## src/source/mem_map_pkg.sv

```systemverilog
// Address map for the line memory; only the row bits select a line, higher bits alias
package mem_map_pkg;

    // Width of raw addresses, offsets and the effective address
    localparam int addr_bits = 32;

    // Lines held by the line store
    localparam int line_count = 64;

    // Row index selects one line
    localparam int row_bits = $clog2(line_count);

    // Byte within a 512-bit line, not used by the line store
    localparam int offset_bits = 6;

    // Everything above row and offset is ignored
    localparam int high_bits = addr_bits - row_bits - offset_bits;

endpackage

```

## src/source/mem_types_pkg.sv

```systemverilog
// Operation codes, bus width and address layout; op value 3 is reserved and acts as idle
package mem_types_pkg;

    // Operation field presented by each requester
    localparam int op_bits = 2;

    localparam logic [op_bits-1:0] op_idle  = 2'd0;
    localparam logic [op_bits-1:0] op_read  = 2'd1;
    localparam logic [op_bits-1:0] op_write = 2'd2;

    // One memory line, also the width of both data buses
    localparam int line_bits = 512;

    // Field view of an effective address
    typedef struct packed {
        logic [mem_map_pkg::high_bits-1:0]   high;
        logic [mem_map_pkg::row_bits-1:0]    row;
        logic [mem_map_pkg::offset_bits-1:0] byte_offset;
    } mem_addr_fields_t;

    // Sum of raw address and offset, read back as fields to pick the row
    typedef union packed {
        logic [mem_map_pkg::addr_bits-1:0] flat;
        mem_addr_fields_t                  fields;
    } mem_addr_u;

endpackage

```

## src/source/mem_addr_stage.sv

```systemverilog
// Address stage; launches one access per held op and waits for tx_done before the next
`timescale 1ns/1ps

module mem_addr_stage (
    input  logic                                   clk,
    input  logic                                   rst_n,
    input  logic [mem_types_pkg::op_bits-1:0]      op,
    input  logic [mem_map_pkg::addr_bits-1:0]      raw_address,
    input  logic [mem_map_pkg::addr_bits-1:0]      address_offset,
    input  logic [mem_types_pkg::line_bits-1:0]    common_data_bus_read_in,
    input  logic                                   tx_done,
    output logic                                   access_start,
    output logic                                   access_write,
    output logic [mem_map_pkg::row_bits-1:0]       access_row,
    output logic [mem_types_pkg::line_bits-1:0]    access_data
);

    mem_types_pkg::mem_addr_u eff_addr;
    logic                     busy;
    logic                     op_valid;
    logic                     launch;

    // Effective address, then only the row field matters
    assign eff_addr.flat = raw_address + address_offset;

    assign op_valid = (op == mem_types_pkg::op_read) || (op == mem_types_pkg::op_write);
    assign launch   = op_valid && !busy;

    always_ff @(posedge clk or negedge rst_n) begin
        if (!rst_n) begin
            busy         <= 1'b0;
            access_start <= 1'b0;
            access_write <= 1'b0;
            access_row   <= '0;
            access_data  <= '0;
        end else begin
            access_start <= launch;
            if (launch) begin
                busy         <= 1'b1;
                access_write <= (op == mem_types_pkg::op_write);
                access_row   <= eff_addr.fields.row;
                access_data  <= common_data_bus_read_in;
            end else if (tx_done) begin
                // Op is still held during done, so the clear waits for it
                busy <= 1'b0;
            end
        end
    end

endmodule

```

## config.mk

```make
export PLATFORM = sky130hd
export DESIGN_NAME = mem_addr_stage
export DESIGN_NICKNAME = d
export VERILOG_FILES = /design/src/source/mem_map_pkg.sv /design/src/source/mem_types_pkg.sv /design/src/source/mem_addr_stage.sv
export SDC_FILE = /design/constraint.sdc
export NUM_CORES = 1
export LEC_CHECK = 0
export BUFFER_PORTS_ARGS = -buffer_cell sky130_fd_sc_hd__buf_2
export CAP_MARGIN = 25
export CORE_AREA = 2 2 431 433
export DETAILED_ROUTE_END_ITERATION = 16
export DIE_AREA = 0 0 433 435
export PLACE_DENSITY = 0.38
export SLEW_MARGIN = 25
export SYNTH_ARGS = -nofsm -noshare
export SYNTH_HDL_FRONTEND = slang
export SYNTH_SLANG_ARGS = --single-unit
```

## constraint.sdc

```tcl
create_clock -name clk -period 1.47 [get_ports clk]
set_clock_uncertainty 0.05 [all_clocks]
set_input_delay 0.0735 -clock clk [delete_from_list [all_inputs] [get_ports clk]]
set_output_delay 0.0735 -clock clk [all_outputs]
set_load 0.01 [all_outputs]
```

After elaboration in Yosys (flattened, before gate mapping). Index checks and enable logic that the tools add are counted.

Register bits after elaboration: 521. Input port bits: 581. Logic and storage cells: 14. Output and inout port bits: 520.

Mux-type cells: 2. Eq/ne operators: 2. Reduce and logical (&&, ||, !) cells: 4. $add $sub $neg: 1.

Operators by type and width (count): adder 12 bit (1); equality test 2 x 1 -> 1 bit, second input constant (1); equality test 2 bit, second input constant (1); 2-to-1 mux 1 bit (2); nonzero test 2 bit (1); logical AND 1 bit (1); logical NOT 1 bit (1); logical OR 1 bit (1).

Longest topological paths before layout.
Word-level depth: 4. Gate-level depth with buffers: 10. Mapped depth without buffers: 6.

Least setup slack after synthesis. Ideal clock, no wire load.

Path kind: flip-flop to flip-flop. Start point: register busy. End point: register access_data[264] (netlist name). Path slack: 0.029 ns. Period minus slack after synthesis: 1.441 ns. Data required time: 1.303 ns. Stages on the path, launching flop included: 8. Path buffers: 4. Setup time: 0.117 ns. Arrival time: 1.275 ns. Cell sequence: dfrtp_1 > or2_1 > clkbuf_1 > buf_2 > buf_2 > buf_2 > nand2_1 > nand2_1.

Word-level cells in the longest chain between the ends: 2.

RTL lines: start: declaration (line mem_addr_stage.sv:19) `logic busy;`; start signal: assignment (line mem_addr_stage.sv:31) `busy <= 1'b0;`; start signal: assignment (line mem_addr_stage.sv:39) `busy <= 1'b1;`; start signal: assignment (line mem_addr_stage.sv:45) `busy <= 1'b0;`; logical NOT 1 bit (line mem_addr_stage.sv:27) `assign launch = op_valid && !busy;`; logical AND 1 bit (line mem_addr_stage.sv:27); end signal: assignment (line mem_addr_stage.sv:42) `access_data <= common_data_bus_read_in;`; end: declaration (line mem_addr_stage.sv:15) `output logic [mem_types_pkg::line_bits-1:0] access_data`.

No other way between the ends. A chain may end at the register's enable or synchronous reset.

Worst setup path in the final report.
Start point: register busy. End point: register access_data[408] (netlist name).

Same word-level chain as after synthesis.

==> summary.md <==
| Metric | Value |
|---|---|
| Final setup violation count | `435` |
| Achievable Freq | `612.8 MHz` |
| Synth Area in Compound Gates | `0.8985%` |
| CP Cell Sequence | `or2_4 -> clkinv_8 -> buf_16 -> buf_16 -> clkbuf_16 -> nand2_1 -> nand2_1` |
| Port Buf Inserts | `1060` |
| Routed vias/inst | `3.345` |
| Leak | `20.77 nW` |
| Post-synthesis simple-gate area fraction | `29.47%` |
| Path type of the worst setup path | `reg2reg` |
| Io pins | `1101` |
| Top post-synthesis cells by area | `dfrtp_1, nand2_1, buf_2, ha_1, a21oi_1` |
| Post-synth top cells | `nand2_1, dfrtp_1, buf_2` |
| CP Capture Type | `register` |
| Largest stage delay on the critical path | `0.37 ns` |
| Mean Syn Cell Area | `8.878 um^2` |
| Post-DP HPWL | `92.06 mm` |
| Mapped cell area | `19910 um^2` |
| GRT Util Overall | `12.20%` |
| Worst hold path class | `in2reg` |
| Failing checks | `setup timing` |
| First-pass GRT wire length | `164.5 mm` |
| Setup slack at placement | `-0.3205 ns` |
| Share of cells above drive strength 1 | `37.84%` |
| Final ANT Viol Nets | `0` |
| Die height | `435 um` |
| Cell with the most instances after synthesis | `nand2_1` |
| CTS buffer count | `71` |
| DIE AREA | `188400 um^2` |
| Crit-path max FO | `7` |
| Slew of the pin with the lowest slew margin | `0.5215 ns` |
| Sequential fraction of the synthesis area | `65.47%` |
| Post-synthesis cell type count | `30` |
| Worst IR Drop VDD | `640.2 uV` |
| RSZ-0062 raised after global routing | `yes` |
| Synth warn | `0` |
| Share of Yosys cell area claimed by the top area cell type | `65.47%` |
| Gate Count Post-Synth | `2243` |
| Area after DPL | `29200 um^2` |
| Final number of max-transition violations | `0` |
| Overflow after GRT | `0` |
| Initial DRC count | `1062` |
| Fin crit period | `1.632 ns` |
| Area share of fa/ha/maj cells after synthesis | `0.6911%` |
| Number of flops mapped to enable cells by yosys | `0` |
| Worst skew pair latency | `0.68 ns` |
| Number of global-route vias before repair | `22870` |
| Synth async-reset ratio | `100.0%` |
| CTS tree | `yes` |
| Longest Clk Path Bufs | `3` |
| Vias | `22070` |
| CP arrival | `2.18 ns` |
| CP required | `2.02 ns` |
| Count of state elements after synthesis | `521` |
| DRC | `0` |
| Design Area, Final | `39550 um^2` |
| Routed length per placed instance | `18.68 um` |
| Max-Cap Viols | `0` |
| Placed instance count | `5810` |
| Tcrit/Tclk final | `111.0%` |
| Xor and xnor fraction of the mapped netlist area | `0.2639%` |
| DRT Pass-1 Iters | `5` |
| GP Congestion | `0.9046` |
| Syn Nets | `2835` |
| Largest family of logic cells by synthesized area | `simple AND/OR/NAND/NOR gates` |
| CP startpoint kind | `register` |
| Main flop type after synthesis | `dfrtp_1` |
| Total Wirelength | `123.3 mm` |
| Status | `complete, but fails checks` |
| Power Density | `1410 nW/um^2` |
| Die width | `433 um` |
| Starting Density | `10.82%` |
| CTS clk-pin slew, worst paths | `0.06 ns` |
| CTS HTree Levels | `3` |
| Post-synthesis mux area share | `0.1005%` |
| Synth-to-layout area growth | `98.61%` |
| Worst rel slew slack | `65.23%` |
| Final Hold Vio Count | `0` |
| Top cell family by delay on the critical path | `buffers and inverters` |
| Buf/Inv on CP | `4` |
| Clock sink count | `521` |
| Setup slack after layout | `-0.1619 ns` |
| Initial antenna violation count | `35` |
| Core Rows | `158` |
| Layout Cells excl Fill | `6599` |
| Setup TNS | `-30.20 ns` |
| Largest area contributor in the synthesized netlist | `dfrtp_1` |
| CTS root buf | `clkbuf_16` |
| Critical path's slowest cell | `dfrtp_1` |
| Nets | `4649` |
| Pin count of the biggest net entering global routing | `89` |
| Core box area | `184000 um^2` |
## through the flow
| step | hold slack, ns | utilization, % | total power, mW |
|---|---|---|---|
| final | 0.07147 | 21.49 | 55.78 |
| after global routing | 0.03153 | 21.48 | 59.15 |
| after CTS | -0.07290 | 20.64 | 55.78 |
| after detailed placement | 0.2094 | 15.86 | 36.01 |
| after global placement | 0.2089 | 15.86 | 36.02 |
| after floorplan | -0.2721 | - | 26.58 |
## final timing paths
kind | from | to | slack (ns) | depth (start not counted)
worst max register to register | busy$_DFFE_PN0P_ | access_data[408]$_DFFE_PN0P_ | -0.16 | 7
worst max-delay path | busy$_DFFE_PN0P_ | access_data[408]$_DFFE_PN0P_ | -0.16 | 7
min in group asynchronous | rst_n | access_data[155]$_DFFE_PN0P_ | 0.09 | 3
worst min register to register | access_data[354]$_DFFE_PN0P_ | access_data[354]$_DFFE_PN0P_ | 0.41 | 2
worst min-delay path | common_data_bus_read_in[332] | access_data[332]$_DFFE_PN0P_ | 0.07 | 4
max in group asynchronous | rst_n | access_data[406]$_DFFE_PN0P_ | 0.71 | 3
## tightest hold or removal path: stages
cell           delay (ns)
dlygate4sd3_1        0.52
buf_2                0.09
nand2_1              0.04
nand2_1              0.04
## per-layer routing
layer | share of wire (%) | wire length, um | up-vias | global-route usage (%)
met5 | 0.12 | 149 | - | 0
met4 | 4.2 | 5207 | 24 | 5.296
met3 | 6.9 | 8500 | 204 | 3.581
met2 | 47 | 58020 | 755 | 20.10
met1 | 42 | 51370 | 10640 | 14.66
li1 | - | - | 10450 | -
## kinds of logic after synthesis
logic type	count (synthesis)
buffers and inverters	122
adder cells (fa/ha/maj)	11
AO/OA/AOI/OAI	25
XOR/XNOR	6
flip-flops	521
AND/OR/NAND/NOR	1556
multiplexers	2
## flip-flops by register name (all words and copies together), names as in the netlist
name          cells
access_data     512
busy              1
access_row        6
access_write      1
access_start      1
## final cells by class
type / count / area (um^2)
diodes: 15 / 37.54
well taps: 2480 / 3103
repair buffers: 1857 / 14080
fillers: 20360 / 144500
multi-input cells: 1600 / 6967
clock buffers: 97 / 2014
flip-flops and latches: 521 / 13040
inverters: 6 / 35.03
clock inverters: 23 / 275.3
## what timing repair did
item,4_1_cts,5_1_grt
endpoints found under the hold margin,1041,1
setup buffers,1,13
pin swaps,30,118
gates cloned,4,21
gates resized for setup,58,270
hold buffers,616,1
setup endpoints to repair,523,529
## where the power goes
part	leakage, nW	switching (mW)	internal, mW
sequential	6.43	2.34	18.2
combinational	13.2	10.4	7.49
clock	1.10	7.50	9.85
## layout by cell type (no fill, tap or decap), types with 10 or more instances in the layout
cell,n
nand2_2,157
buf_12,31
dlygate4sd3_1,617
dfrtp_1,518
nand2_1,1353
buf_4,74
clkbuf_1,12
buf_6,27
buf_2,1057
buf_8,18
ha_1,10
diode_2,15
clkbuf_16,90
clkbuf_8,14
buf_16,14
nand2_4,33
No activity file was read; power rests on OpenSTA's default activity.
